`config.mk`:
```
export PLATFORM = sky130hd
export DESIGN_NAME = asa_tm_interface
export DESIGN_NICKNAME = d
export VERILOG_FILES = /design/src/asa_cfg_pkg.sv /design/src/asa_types_pkg.sv /design/src/asa_tm_interface.sv /design/src/enq_intake.sv /design/src/read_count_stage.sv /design/src/release_mux.sv /design/src/sync_fifo.sv
export SDC_FILE = /design/constraint.sdc
export NUM_CORES = 2
export LEC_CHECK = 0
export ABC_AREA = 0
export ABC_CLOCK_PERIOD_IN_PS = 9400
export BUFFER_PORTS_ARGS = -buffer_cell sky130_fd_sc_hd__buf_2
export CAP_MARGIN = 25
export CELL_PAD_IN_SITES_DETAIL_PLACEMENT = 1
export CELL_PAD_IN_SITES_GLOBAL_PLACEMENT = 1
export CORE_MARGIN = 3
export CORE_UTILIZATION = 45
export DETAILED_ROUTE_END_ITERATION = 8
export MAX_ROUTING_LAYER = met4
export PLACE_DENSITY_LB_ADDON = 0.15
export SYNTH_ARGS = -nofsm -noshare
export SYNTH_HDL_FRONTEND = slang
export SYNTH_SLANG_ARGS = --single-unit
```
`constraint.sdc`:
```
create_clock -name clk -period 9.4 [get_ports clk]
set_input_delay 0.94 -clock clk [delete_from_list [all_inputs] [get_ports clk]]
set_output_delay 0.94 -clock clk [all_outputs]
set_load 0.05 [all_outputs]
```
`src/asa_cfg_pkg.sv`:
```
// Width and depth constants of the replication to traffic manager adapter.
// Identifier widths, queue depths and the back-pressure thresholds.

`default_nettype none

package asa_cfg_pkg;

	// ==================================================
	// Identifier and field widths
	// ==================================================
	localparam int PACKET_ID_NBITS     = 6;   // 64 packets in flight.
	localparam int QID_NBITS           = 8;
	localparam int CONN_ID_NBITS       = 10;
	localparam int CONN_GROUP_NBITS    = 6;
	localparam int PORT_QUEUE_NBITS    = 5;
	localparam int PORT_ID_NBITS       = 4;
	localparam int BUF_PTR_NBITS       = 12;
	localparam int PACKET_LENGTH_NBITS = 14;
	localparam int READ_COUNT_NBITS    = 5;

	// ==================================================
	// Queue depths and back-pressure levels
	// ==================================================
	localparam int INTAKE_DEPTH_NBITS  = 4;
	localparam int PENDING_DEPTH_NBITS = 5;
	localparam int RELEASE_DEPTH_NBITS = 5;
	localparam int BP_ON_LEVEL         = 10;  // Raise rep_bp above this intake count.
	localparam int BP_OFF_LEVEL        = 6;   // Drop rep_bp below this intake count.

endpackage

`default_nettype wire

```
`src/asa_types_pkg.sv`:
```
// Packed struct types that pass between the adapter stages.
// Packet descriptor, replicated copy, poll acknowledgement,
// traffic manager enqueue and buffer release.

`default_nettype none

package asa_types_pkg;

	import asa_cfg_pkg::*;

	// ==================================================
	// Packet descriptor
	// ==================================================
	typedef struct packed {
		logic [PORT_ID_NBITS-1:0]       src_port;
		logic [PORT_ID_NBITS-1:0]       dst_port;
		logic [BUF_PTR_NBITS-1:0]       buf_ptr;
		logic [PACKET_LENGTH_NBITS-1:0] length;
	} pkt_desc_t;

	// One copy from the replicator.
	typedef struct packed {
		logic [PACKET_ID_NBITS-1:0] packet_id;
		logic [QID_NBITS-1:0]       qid;
		logic                       ucast;
		logic                       last;   // Final copy of a multicast packet.
		logic                       drop;
		pkt_desc_t                  desc;
	} rep_copy_t;

	// Answer of the traffic manager to one poll.
	typedef struct packed {
		logic                        drop;
		logic [CONN_ID_NBITS-1:0]    conn_id;
		logic [CONN_GROUP_NBITS-1:0] conn_group_id;
		logic [PORT_QUEUE_NBITS-1:0] port_queue_id;
		logic [PORT_ID_NBITS-1:0]    port_id;
	} poll_ack_t;

	// ==================================================
	// Outgoing requests
	// ==================================================
	typedef struct packed {
		logic [QID_NBITS-1:0]        qid;
		logic [CONN_ID_NBITS-1:0]    conn_id;
		logic [CONN_GROUP_NBITS-1:0] conn_group_id;
		logic [PORT_QUEUE_NBITS-1:0] port_queue_id;
		pkt_desc_t                   desc;
	} tm_enq_t;

	typedef struct packed {
		logic [READ_COUNT_NBITS-1:0]    read_count;
		logic [PORT_ID_NBITS-1:0]       src_port;
		logic [BUF_PTR_NBITS-1:0]       buf_ptr;
		logic [PACKET_LENGTH_NBITS-1:0] length;
	} release_t;

endpackage

`default_nettype wire

```
`src/asa_tm_interface.sv`:
```
// Top level of the replication to traffic manager adapter.
// Connects the intake, the read-count stage and the release output.

`default_nettype none

module asa_tm_interface (
	input  wire logic                             clk,
	input  wire logic                             rst_n,
	input  wire logic                             rep_enq_req,
	input  wire asa_types_pkg::rep_copy_t         rep_enq,
	output logic                                  rep_bp,
	output logic                                  poll_req,
	output logic [asa_cfg_pkg::QID_NBITS-1:0]     poll_qid,
	output logic [asa_cfg_pkg::PORT_ID_NBITS-1:0] poll_src_port,
	input  wire logic                             poll_ack,
	input  wire asa_types_pkg::poll_ack_t         poll_ack_data,
	output logic                                  tm_enq_req,
	output asa_types_pkg::tm_enq_t                tm_enq,
	input  wire logic                             discard_req,
	input  wire asa_types_pkg::release_t          discard,
	output logic                                  release_valid,
	output asa_types_pkg::release_t               release_data
);

	import asa_types_pkg::*;

	logic      sweep_done;
	logic      ack_valid;
	rep_copy_t ack_copy;
	poll_ack_t ack_data;
	logic      final_valid;
	release_t  final_release;

	enq_intake u_enq_intake (
		.clk           (clk),
		.rst_n         (rst_n),
		.rep_enq_req   (rep_enq_req),
		.rep_enq       (rep_enq),
		.sweep_done    (sweep_done),
		.poll_ack      (poll_ack),
		.poll_ack_data (poll_ack_data),
		.rep_bp        (rep_bp),
		.poll_req      (poll_req),
		.poll_qid      (poll_qid),
		.poll_src_port (poll_src_port),
		.ack_valid     (ack_valid),
		.ack_copy      (ack_copy),
		.ack_data      (ack_data)
	);

	read_count_stage u_read_count_stage (
		.clk           (clk),
		.rst_n         (rst_n),
		.ack_valid     (ack_valid),
		.ack_copy      (ack_copy),
		.ack_data      (ack_data),
		.sweep_done    (sweep_done),
		.tm_enq_req    (tm_enq_req),
		.tm_enq        (tm_enq),
		.final_valid   (final_valid),
		.final_release (final_release)
	);

	release_mux u_release_mux (
		.clk           (clk),
		.rst_n         (rst_n),
		.discard_req   (discard_req),
		.discard       (discard),
		.final_valid   (final_valid),
		.final_release (final_release),
		.release_valid (release_valid),
		.release_data  (release_data)
	);

endmodule

`default_nettype wire

```
`src/enq_intake.sv`:
```
// Replication intake queue with hysteresis back-pressure.
// Poll issue to the traffic manager and the queue of copies awaiting an answer.

`default_nettype none

module enq_intake (
	input  wire logic                             clk,
	input  wire logic                             rst_n,
	input  wire logic                             rep_enq_req,
	input  wire asa_types_pkg::rep_copy_t         rep_enq,
	input  wire logic                             sweep_done,
	input  wire logic                             poll_ack,
	input  wire asa_types_pkg::poll_ack_t         poll_ack_data,
	output logic                                  rep_bp,
	output logic                                  poll_req,
	output logic [asa_cfg_pkg::QID_NBITS-1:0]     poll_qid,
	output logic [asa_cfg_pkg::PORT_ID_NBITS-1:0] poll_src_port,
	output logic                                  ack_valid,
	output asa_types_pkg::rep_copy_t              ack_copy,
	output asa_types_pkg::poll_ack_t              ack_data
);

	import asa_cfg_pkg::*;
	import asa_types_pkg::*;

	logic                        rep_enq_req_d1;
	rep_copy_t                   rep_enq_d1;
	rep_copy_t                   intake_head;
	logic                        intake_empty;
	logic [INTAKE_DEPTH_NBITS:0] intake_count;
	logic                        intake_rd;

	assign intake_rd = ~intake_empty & sweep_done;  // Hold polls until the table is clear.

	sync_fifo #(
		.payload_t   (rep_copy_t),
		.DEPTH_NBITS (INTAKE_DEPTH_NBITS)
	) u_intake_fifo (
		.clk   (clk),
		.rst_n (rst_n),
		.wr    (rep_enq_req_d1),
		.din   (rep_enq_d1),
		.rd    (intake_rd),
		.dout  (intake_head),
		.empty (intake_empty),
		.count (intake_count)
	);

	// Each polled copy waits here for its answer. Answers come back in poll order.
	sync_fifo #(
		.payload_t   (rep_copy_t),
		.DEPTH_NBITS (PENDING_DEPTH_NBITS)
	) u_pending_fifo (
		.clk   (clk),
		.rst_n (rst_n),
		.wr    (intake_rd),
		.din   (intake_head),
		.rd    (ack_valid),
		.dout  (ack_copy),
		.empty (),
		.count ()
	);

	always_ff @(posedge clk) begin
		rep_enq_d1    <= rep_enq;
		poll_qid      <= intake_head.qid;
		poll_src_port <= intake_head.desc.src_port;
		ack_data      <= poll_ack_data;
	end

	always_ff @(posedge clk or negedge rst_n) begin
		if (!rst_n) begin
			rep_enq_req_d1 <= 1'b0;
			poll_req       <= 1'b0;
			ack_valid      <= 1'b0;
			rep_bp         <= 1'b0;
		end else begin
			rep_enq_req_d1 <= rep_enq_req;
			poll_req       <= intake_rd;
			ack_valid      <= poll_ack;
			if (intake_count > BP_ON_LEVEL) begin
				rep_bp <= 1'b1;
			end else if (intake_count < BP_OFF_LEVEL) begin
				rep_bp <= 1'b0;
			end
		end
	end

endmodule

`default_nettype wire

```
`src/read_count_stage.sv`:
```
// Per-packet read-count table with its reset-time clear sweep.
// Write-forwarding for back-to-back copies, acknowledgement merge,
// enqueue generation and the release of final copies.

`default_nettype none

module read_count_stage (
	input  wire logic                     clk,
	input  wire logic                     rst_n,
	input  wire logic                     ack_valid,
	input  wire asa_types_pkg::rep_copy_t ack_copy,
	input  wire asa_types_pkg::poll_ack_t ack_data,
	output logic                          sweep_done,
	output logic                          tm_enq_req,
	output asa_types_pkg::tm_enq_t        tm_enq,
	output logic                          final_valid,
	output asa_types_pkg::release_t       final_release
);

	import asa_cfg_pkg::*;
	import asa_types_pkg::*;

	localparam int RC_DEPTH = 1 << PACKET_ID_NBITS;

	logic [READ_COUNT_NBITS-1:0] rc_ram [RC_DEPTH];
	logic [PACKET_ID_NBITS-1:0]  sweep_addr;

	logic                        s1_valid;
	rep_copy_t                   s1_copy;
	poll_ack_t                   s1_ack;
	logic                        s1_drop;
	logic [READ_COUNT_NBITS-1:0] s1_rdata;

	logic                        is_final;
	logic [READ_COUNT_NBITS-1:0] old_count;
	logic [READ_COUNT_NBITS-1:0] new_count;
	tm_enq_t                     enq_next;
	release_t                    rel_next;

	logic                        wb_wr;
	logic [PACKET_ID_NBITS-1:0]  wb_addr;
	logic [READ_COUNT_NBITS-1:0] wb_data;
	logic                        wb_wr_d1;
	logic [PACKET_ID_NBITS-1:0]  wb_addr_d1;
	logic [READ_COUNT_NBITS-1:0] wb_data_d1;

	// ==================================================
	// Table clear and RAM
	// ==================================================
	always_ff @(posedge clk or negedge rst_n) begin
		if (!rst_n) begin
			sweep_addr <= '0;
			sweep_done <= 1'b0;
		end else if (!sweep_done) begin
			sweep_addr <= sweep_addr + 1'b1;
			sweep_done <= &sweep_addr;  // Last entry written this cycle.
		end
	end

	always_ff @(posedge clk) begin
		if (!sweep_done) begin
			rc_ram[sweep_addr] <= '0;
		end else if (wb_wr) begin
			rc_ram[wb_addr] <= wb_data;
		end
		s1_rdata <= rc_ram[ack_copy.packet_id];
	end

	// ==================================================
	// Count update and merge
	// ==================================================
	always_comb begin
		is_final = s1_copy.ucast | s1_copy.last;
		// The two newest writes have not reached the value read from the RAM.
		if (wb_wr && wb_addr == s1_copy.packet_id) begin
			old_count = wb_data;
		end else if (wb_wr_d1 && wb_addr_d1 == s1_copy.packet_id) begin
			old_count = wb_data_d1;
		end else begin
			old_count = s1_rdata;
		end
		new_count = old_count + {{(READ_COUNT_NBITS-1){1'b0}}, ~s1_drop};

		enq_next.qid           = s1_copy.qid;
		enq_next.conn_id       = s1_ack.conn_id;
		enq_next.conn_group_id = s1_ack.conn_group_id;
		enq_next.port_queue_id = s1_ack.port_queue_id;
		enq_next.desc          = s1_copy.desc;
		enq_next.desc.dst_port = s1_ack.port_id;

		rel_next.read_count = new_count;
		rel_next.src_port   = s1_copy.desc.src_port;
		rel_next.buf_ptr    = s1_copy.desc.buf_ptr;
		rel_next.length     = s1_copy.desc.length;
	end

	always_ff @(posedge clk) begin
		s1_copy       <= ack_copy;
		s1_ack        <= ack_data;
		s1_drop       <= ack_copy.drop | ack_data.drop;
		wb_addr       <= s1_copy.packet_id;
		wb_data       <= is_final ? '0 : new_count;  // The next packet on this id starts at zero.
		wb_addr_d1    <= wb_addr;
		wb_data_d1    <= wb_data;
		tm_enq        <= enq_next;
		final_release <= rel_next;
	end

	always_ff @(posedge clk or negedge rst_n) begin
		if (!rst_n) begin
			s1_valid    <= 1'b0;
			wb_wr       <= 1'b0;
			wb_wr_d1    <= 1'b0;
			tm_enq_req  <= 1'b0;
			final_valid <= 1'b0;
		end else begin
			s1_valid    <= ack_valid;
			wb_wr       <= s1_valid;
			wb_wr_d1    <= wb_wr;
			tm_enq_req  <= s1_valid & ~s1_drop;
			final_valid <= s1_valid & is_final;
		end
	end

endmodule

`default_nettype wire

```
`src/release_mux.sv`:
```
// Release queue and the buffer manager output.
// A registered discard takes the output cycle ahead of queued releases.

`default_nettype none

module release_mux (
	input  wire logic                     clk,
	input  wire logic                     rst_n,
	input  wire logic                     discard_req,
	input  wire asa_types_pkg::release_t  discard,
	input  wire logic                     final_valid,
	input  wire asa_types_pkg::release_t  final_release,
	output logic                          release_valid,
	output asa_types_pkg::release_t       release_data
);

	import asa_cfg_pkg::*;
	import asa_types_pkg::*;

	logic     discard_req_d1;
	release_t discard_d1;
	release_t discard_out;
	release_t queue_head;
	logic     queue_empty;
	logic     queue_rd;

	assign queue_rd = ~discard_req_d1 & ~queue_empty;

	always_comb begin
		discard_out            = discard_d1;
		discard_out.read_count = '0;  // No copy of a discarded packet was enqueued.
	end

	sync_fifo #(
		.payload_t   (release_t),
		.DEPTH_NBITS (RELEASE_DEPTH_NBITS)
	) u_release_fifo (
		.clk   (clk),
		.rst_n (rst_n),
		.wr    (final_valid),
		.din   (final_release),
		.rd    (queue_rd),
		.dout  (queue_head),
		.empty (queue_empty),
		.count ()
	);

	always_ff @(posedge clk) begin
		discard_d1   <= discard;
		release_data <= discard_req_d1 ? discard_out : queue_head;
	end

	always_ff @(posedge clk or negedge rst_n) begin
		if (!rst_n) begin
			discard_req_d1 <= 1'b0;
			release_valid  <= 1'b0;
		end else begin
			discard_req_d1 <= discard_req;
			release_valid  <= discard_req_d1 | ~queue_empty;
		end
	end

endmodule

`default_nettype wire

```
`src/sync_fifo.sv`:
```
// Synchronous first-word-fall-through queue.
// Register array with read and write pointers and an occupancy count.

`default_nettype none

module sync_fifo #(
	parameter type payload_t   = logic,
	parameter int  DEPTH_NBITS = 4
) (
	input  wire logic           clk,
	input  wire logic           rst_n,
	input  wire logic           wr,
	input  wire payload_t       din,
	input  wire logic           rd,
	output payload_t            dout,
	output logic                empty,
	output logic [DEPTH_NBITS:0] count
);

	localparam int DEPTH = 1 << DEPTH_NBITS;

	payload_t               mem [DEPTH];
	logic [DEPTH_NBITS-1:0] wr_ptr;
	logic [DEPTH_NBITS-1:0] rd_ptr;
	logic                   full;
	logic                   do_wr;
	logic                   do_rd;

	assign empty = (count == '0);
	assign full  = count[DEPTH_NBITS];
	assign do_rd = rd & ~empty;
	assign do_wr = wr & (~full | do_rd);  // A read in the same cycle frees the slot.
	assign dout  = mem[rd_ptr];

	always_ff @(posedge clk) begin
		if (do_wr) begin
			mem[wr_ptr] <= din;
		end
	end

	always_ff @(posedge clk or negedge rst_n) begin
		if (!rst_n) begin
			wr_ptr <= '0;
			rd_ptr <= '0;
			count  <= '0;
		end else begin
			if (do_wr) begin
				wr_ptr <= wr_ptr + 1'b1;
			end
			if (do_rd) begin
				rd_ptr <= rd_ptr + 1'b1;
			end
			case ({do_wr, do_rd})
				2'b10:   count <= count + 1'b1;
				2'b01:   count <= count - 1'b1;
				default: count <= count;
			endcase
		end
	end

endmodule

`default_nettype wire

```
Word level (Yosys, flattened, before mapping)

Memories as Yosys holds them, arrays and structs flattened. A register that Yosys moved wholly into a read port is not among the register bits.
Cells that the tools add are included.

Add/subtract/negate cells: 14
$lt $le $gt $ge: 2
Equality and inequality tests: 8
Muxes and demuxes: 22
Bitwise logic cells: 24
Reduce and logical (&&, ||, !) cells: 11

Operator list:

| operator            | count |
|---|---|
| $mux 30             | 1 |
| $add 5x1->5 const B | 5 |
| $pmux 6 s2          | 2 |
| $add 6x1->6 const B | 3 |
| $mux 5              | 3 |
| $mux 1              | 14 |
| $eq 6x6->1          | 2 |
| $logic_not 6->1     | 2 |
| $sub 6x1->6 const B | 2 |
| $and 1x1->1         | 10 |
| $pmux 5 s2          | 1 |
| $add 4x1->4 const B | 2 |
| $not 1->1           | 8 |
| $reduce_bool 2->1   | 4 |
| $eq 2x1->1 const B  | 3 |
| $eq 2x2->1 const B  | 3 |
| $mux 6              | 1 |
| $or 1x1->1          | 6 |
| $reduce_and 6->1    | 1 |
| $add 5x1->5         | 1 |
| $gt 5x4->1 const B  | 1 |
| $logic_not 5->1     | 1 |
| $lt 5x3->1 const B  | 1 |
| $reduce_or 5->1     | 1 |
| 2 further kinds     | 3 |

Bits in registers: 379
RAM bits: 3888
Input port bits: 117
Output and inout bits: 114
Word-level logic and storage cells: 155
Memories kept: 4

Memory list:

| name                             | words | width | rd ports | clocked after Yosys merged registers in | write ports | line                   | RTL |
|---|---|---|---|---|---|---|---|
| u_enq_intake.u_pending_fifo.mem  | 32    | 51    | 1        | 0                                       | 1           | sync_fifo.sv:22        | `payload_t mem [DEPTH];` |
| u_release_mux.u_release_fifo.mem | 32    | 35    | 1        | 0                                       | 1           | sync_fifo.sv:22        |  |
| u_enq_intake.u_intake_fifo.mem   | 16    | 51    | 1        | 0                                       | 1           | sync_fifo.sv:22        |  |
| u_read_count_stage.rc_ram        | 64    | 5     | 1        | 1                                       | 1           | read_count_stage.sv:25 | `logic [READ_COUNT_NBITS-1:0] rc_ram [RC_DEPTH];` |

Longest topological paths before layout

Depth in word-level cells: 8
Mapped depth: 14
Depth with buffers taken out: 13

Modules after synthesis

From an unflattened synthesis, not the netlist that was laid out.

Cell total of the unflattened synthesis: 7502
Area, all modules: 159589.3 um^2

Modules (own cells, without submodules):

| module                                    | instances | cells each | area each (um^2) | seq. area each (um^2) |
|---|---|---|---|---|
| sync_fifo at u_enq_intake.u_pending_fifo  | 1         | 2793       | 62826.5          | 49407.4 |
| sync_fifo at u_release_mux.u_release_fifo | 1         | 1958       | 43372.8          | 34032.6 |
| sync_fifo at u_enq_intake.u_intake_fifo   | 1         | 1606       | 32278.5          | 24828.8 |
| read_count_stage                          | 1         | 940        | 17317.9          | 13252.7 |
| enq_intake                                | 1         | 97         | 1914.3           | 1881.8 |
| release_mux                               | 1         | 108        | 1879.3           | 1351.3 |

Least setup slack after synthesis

Ideal clock, no wire load.

Path kind: register -> register
Start: reg u_read_count_stage.sweep_done
End: mem u_enq_intake.u_intake_fifo.mem[3][0] in the netlist's numbering, enable pin
Setup time: 0.509 ns
Arrival: 4.296 ns
Data required time: 8.891 ns
Slack: 4.595 ns
Stages on the path, launching flop included: 5
Buffers on the path: 0
Clock period less this slack: 4.805 ns
Cell sequence: dfrtp_1 inv_1 a21boi_1 nand2_1 nor3_1

Longest elaborated chain between the ends: 6

RTL lines:

| what                         | line                   | RTL |
|---|---|---|
| start, declared              | read_count_stage.sv:13 | `output logic sweep_done,` |
| start signal, assigned       | read_count_stage.sv:56 | `sweep_done <= &sweep_addr;` |
| $and 1x1->1                  | enq_intake.sv:33       | `assign intake_rd = ~intake_empty & sweep_done;` |
| $and 1x1->1                  | sync_fifo.sv:31        | `assign do_rd = rd & ~empty;` |
| $or 1x1->1                   | sync_fifo.sv:32        | `assign do_wr = wr & (~full \| do_rd);` |
| $and 1x1->1                  | sync_fifo.sv:32        |  |
| $mux 1                       | sync_fifo.sv:36        | `if (do_wr) begin` |
| $mux 1 (implied by the code) | sync_fifo.sv:37        | `mem[wr_ptr] <= din;` |
| end, declared                | sync_fifo.sv:22        |  |

No other way between the ends.

Worst setup path after layout

Start: reg u_enq_intake.u_pending_fifo.rd_ptr[2]
End: reg u_read_count_stage.s1_rdata[0] (read register of u_read_count_stage.rc_ram)

Longest elaborated chain between the ends: 1

RTL lines:

| what                   | line                   | RTL |
|---|---|---|
| start, declared        | sync_fifo.sv:24        | `logic [DEPTH_NBITS-1:0] rd_ptr;` |
| start signal, assigned | sync_fifo.sv:51        | `rd_ptr <= rd_ptr + 1'b1;` |
| $mem_v2 32x51          | n/a                    |  |
| end, declared          | read_count_stage.sv:32 | `logic [READ_COUNT_NBITS-1:0] s1_rdata;` |

No other way between the ends.
A chain may end at the register's enable or synchronous reset.

==> flow_summary.toml <==
[timing]
worst_slew_pin_slew_ns = 1.307
max_freq_ghz = 0.1764
final.period_utilization_pct = 60.30
setup_ws_ns = 3.732
setup-violations-final = 0
hold_viol_final = 0
timing.final.crit_period_ns = 5.668
tns_ns = 0
max_slew_margin_pct = 12.85
drv_slew = 0
skew_ns = 0.04438
rsz0062_at_grt = "false"

[setup_path]
cp.arrival_ns = 6.52
required_ns = 10.25
start_kind = "flop"
endpoint_kind = "flop"
worst-path-max-fanout = 63
worstSetupPathType = "reg2reg"

[cts]
cts.sinks = 4076
clk_pin_slew_ns = 0.06
clockRootBuffer = "clkbuf_16"
clkLatencyLatePin_ns = 0.96
clock_path_buffers = 4
cts_setup_buffers = 0
htree_levels = 5
ctsResizeCount = 0
cts_tree = "built"
cts_made_buffers = 420

[die]
die_y_um = 584.9
die_width_um = 584.9
core-area_um2 = 331900
floorplan.initialDensity_pct = 45.44
die-area_um2 = 342100
ios = 231
rows = 211

[grt]
antenna_found_initial = 12
grt_pass1_vias = 72620
grt_pass1_wl_um = 536400
grtUsageTotal_pct = 22.45
grt_max_degree = 150
overflow = 0

[yosys]
ys_seq_elements = 4076
synth.area.top_cells = "edfxtp_1, mux4_2, dfxtp_1"
seq_area_frac_synth_pct = 78.86
post_synth.cell_area_avg_um2 = 23.51
synthTopCellsByCount = "edfxtp_1, mux4_2, dfxtp_1, mux2i_1, clkbuf_1"
synth_nets = 6562
yosysTopAreaCell = "edfxtp_1"
synth_warnings = 0
synthDistinctLibCells = 56
synth_edf_count = 3696
netlist.area_leader.share_pct = 73.61
netlist_area_um2 = 150800
synth_flop_cell = "edfxtp_1"
synthArstFlopShare_pct = 1.546
netlist_instances = 6413
yosysMostFrequentCell = "edfxtp_1"

[finish]
fillCellCount = 28220
area_delta_synth_final_pct = 14.55
drive_above_1_share_pct = 31.19
nNetsFinal = 7052
seq_area_um2 = 119000
multiInputGateArea_um2 = 30890

[min_path]
hold_class = "in2reg"

[route]
wl_per_cell_um = 32.18
routed-via-count = 68300
wirelength_um = 374500
antenna_left = 0
drc = 0
drt-vias-per-instance = 5.868
drt_iter0_drc = 6897
drt_pre_antenna_iters = 6

[pwr]
peakVddDrop_uv = 220.0
power_frac_seq_pct = 49.1
power_frac_comb_pct = 10.9
p_int_w = 0.03230
p_switching_w = 0.01002
p_clk_share_pct = 40.0
p_per_area_nw_per_um2 = 245.0
switching_share_pct = 23.68
cellLeakagePower_nw = 53.46

[placement]
place_ws_ns = 3.586
place_congestion = 0.7579
place_hpwl_um = 196400
port_buffers = 221

[run]
timing.max_cap.violations = 0

[outcome]
status = "complete, no violations"
layout make-up:
class                           instances  share of cell area (%)
Inverter                               18                 0.03912
Timing Repair Buffer                  408                   1.851
Multi-Input combinational cell       1979                   17.88
Tap cell                             4366                   3.163
Clock inverter                        223                   1.343
Sequential cell                      4076                   68.88
Antenna cell                            4                0.005795
Clock buffer                          564                   6.837
critical path: stages (launching register included):
cell and delay [ns]:
dfrtp_4 1.09, buf_4 0.86, mux4_1 0.27, mux2_2 0.18
o22ai_2 0.09, a21oi_4 0.11, buf_4 0.65, nand3_1 1.02
o22ai_1 0.47, a211oi_1 0.16, a22o_1 0.31, o21ai_0 0.15
cell usage in the layout, fill, tap and decap left out, types with 14 or more instances in the layout:
master      Yosys  layout
dfxtp_1       317     317
mux4_2       1027    1027
o21ai_0        71      71
nor2_1        165      89
dfrtp_4         0      15
o22ai_1        33      33
clkbuf_16       0     428
clkbuf_8        0      59
buf_2          61     221
buf_16          0      27
ha_1           30      30
buf_4          34     145
mux4_1         14      14
dfrtp_1        63      48
xnor2_1        34      34
clkinv_1        0      54
xor2_1         25      25
clkinv_2        0      79
bufinv_16       0      41
clkinvlp_4      0      17
edfxtp_1     3696    3696
nand3_1        14      14
nand2_1        93      93
mux2_2         62      62
clkbuf_1      170      76
inv_1          18      18
a21oi_1        27      27
mux2i_1       212     212
o221ai_1       30      30
nor2_4          0      76
routing by layer:
| layer | share of wire, % | global-route usage, % | wire length [um] | vias to the layer above |
|---|---|---|---|---|
| met2 | 50 | 36.24 | 186900 | 2008 |
| li1 | - | - | - | 28060 |
| met3 | 5.0 | 2.437 | 18590 | 529 |
| met1 | 43 | 31.30 | 161100 | 37700 |
| met5 | 0 | - | 0 | - |
| met4 | 2.1 | 4.702 | 7884 | 0 |
final timing paths:
check / from / end / slack [ns] / cells past startpoint
hold / removal: poll_ack_data[6] / u_enq_intake.ack_data[6] / 0.09 / 1
hold reg to reg: u_read_count_stage.enq_next[44] / u_read_count_stage.tm_enq[44] / 0.32 / 0
setup / recovery: u_enq_intake.u_pending_fifo.rd_ptr[2] / u_read_count_stage.s1_rdata[0] / 3.73 / 11
min in group asynchronous: rst_n / u_enq_intake.rep_enq_req_d1 / 0.44 / 2
setup reg to reg: u_enq_intake.u_pending_fifo.rd_ptr[2] / u_read_count_stage.s1_rdata[0] / 3.73 / 11
max in group asynchronous: rst_n / u_release_mux.discard_req_d1 / 7.76 / 3
logic make-up (layout without fill, tap and decap cells):
group           count (synthesis)  after routing  synth area share (%)
buf+inv                       358           1213                 1.051
flops                        4076           4076                 78.86
mux                          1315           1315                 17.45
other cells                     0              4                     0
simple gates                  352            352                 1.047
xor+xnor                       59             59                0.3427
fa+ha+maj                      32             32                0.2755
compound gates                221            221                0.9700
registers in the layout (all words and copies together) (netlist names), 6 cells and up:
name,count
u_release_mux.u_release_fifo.count,6
u_read_count_stage.s1_copy,8
u_read_count_stage.sweep_addr,6
u_release_mux.u_release_fifo.mem,1120
u_read_count_stage.wb_addr,6
u_release_mux.discard_d1,30
u_enq_intake.u_pending_fifo.mem,1504
u_enq_intake.ack_data,26
u_read_count_stage.enq_next,63
u_release_mux.release_data,35
u_read_count_stage.rc_ram,320
u_enq_intake.u_pending_fifo.count,6
u_enq_intake.poll_qid,8
u_enq_intake.u_intake_fifo.mem,752
u_read_count_stage.wb_addr_d1,6
u_read_count_stage.tm_enq,63
u_enq_intake.rep_enq_d1,47
power groups by stage:
stage / registers [W] / clock network, W / logic (W)
final: 0.0208 / 0.0169 / 0.00461
after CTS: 0.0208 / 0.0173 / 0.00471
after global placement: 0.0211 / 0 / 0.00463
after global routing: 0.0208 / 0.0181 / 0.00491
after floorplan: 0.0212 / 0 / 0.00300
after detailed placement: 0.0212 / 0 / 0.00470
through the flow:
step	util [%]	cell area, um2	hold slack (ns)	total power [W]	instances
after floorplan	-	150800	0.3096	0.02418	6413
after global placement	47.53	157700	0.3095	0.02575	10810
after detailed placement	47.61	158000	0.3132	0.02587	10820
after CTS	51.87	172100	0.002723	0.04280	11610
after global routing	52.04	172700	0.02545	0.04382	11640
final	52.05	172700	0.09181	0.04232	11640
repair_timing:
item                       4_1_cts  5_1_grt
hold buffers                     2        0
setup endpoints to repair        0        0
hold endpoints to repair        16        0
Note: power is estimated with default switching activity, not from simulation.
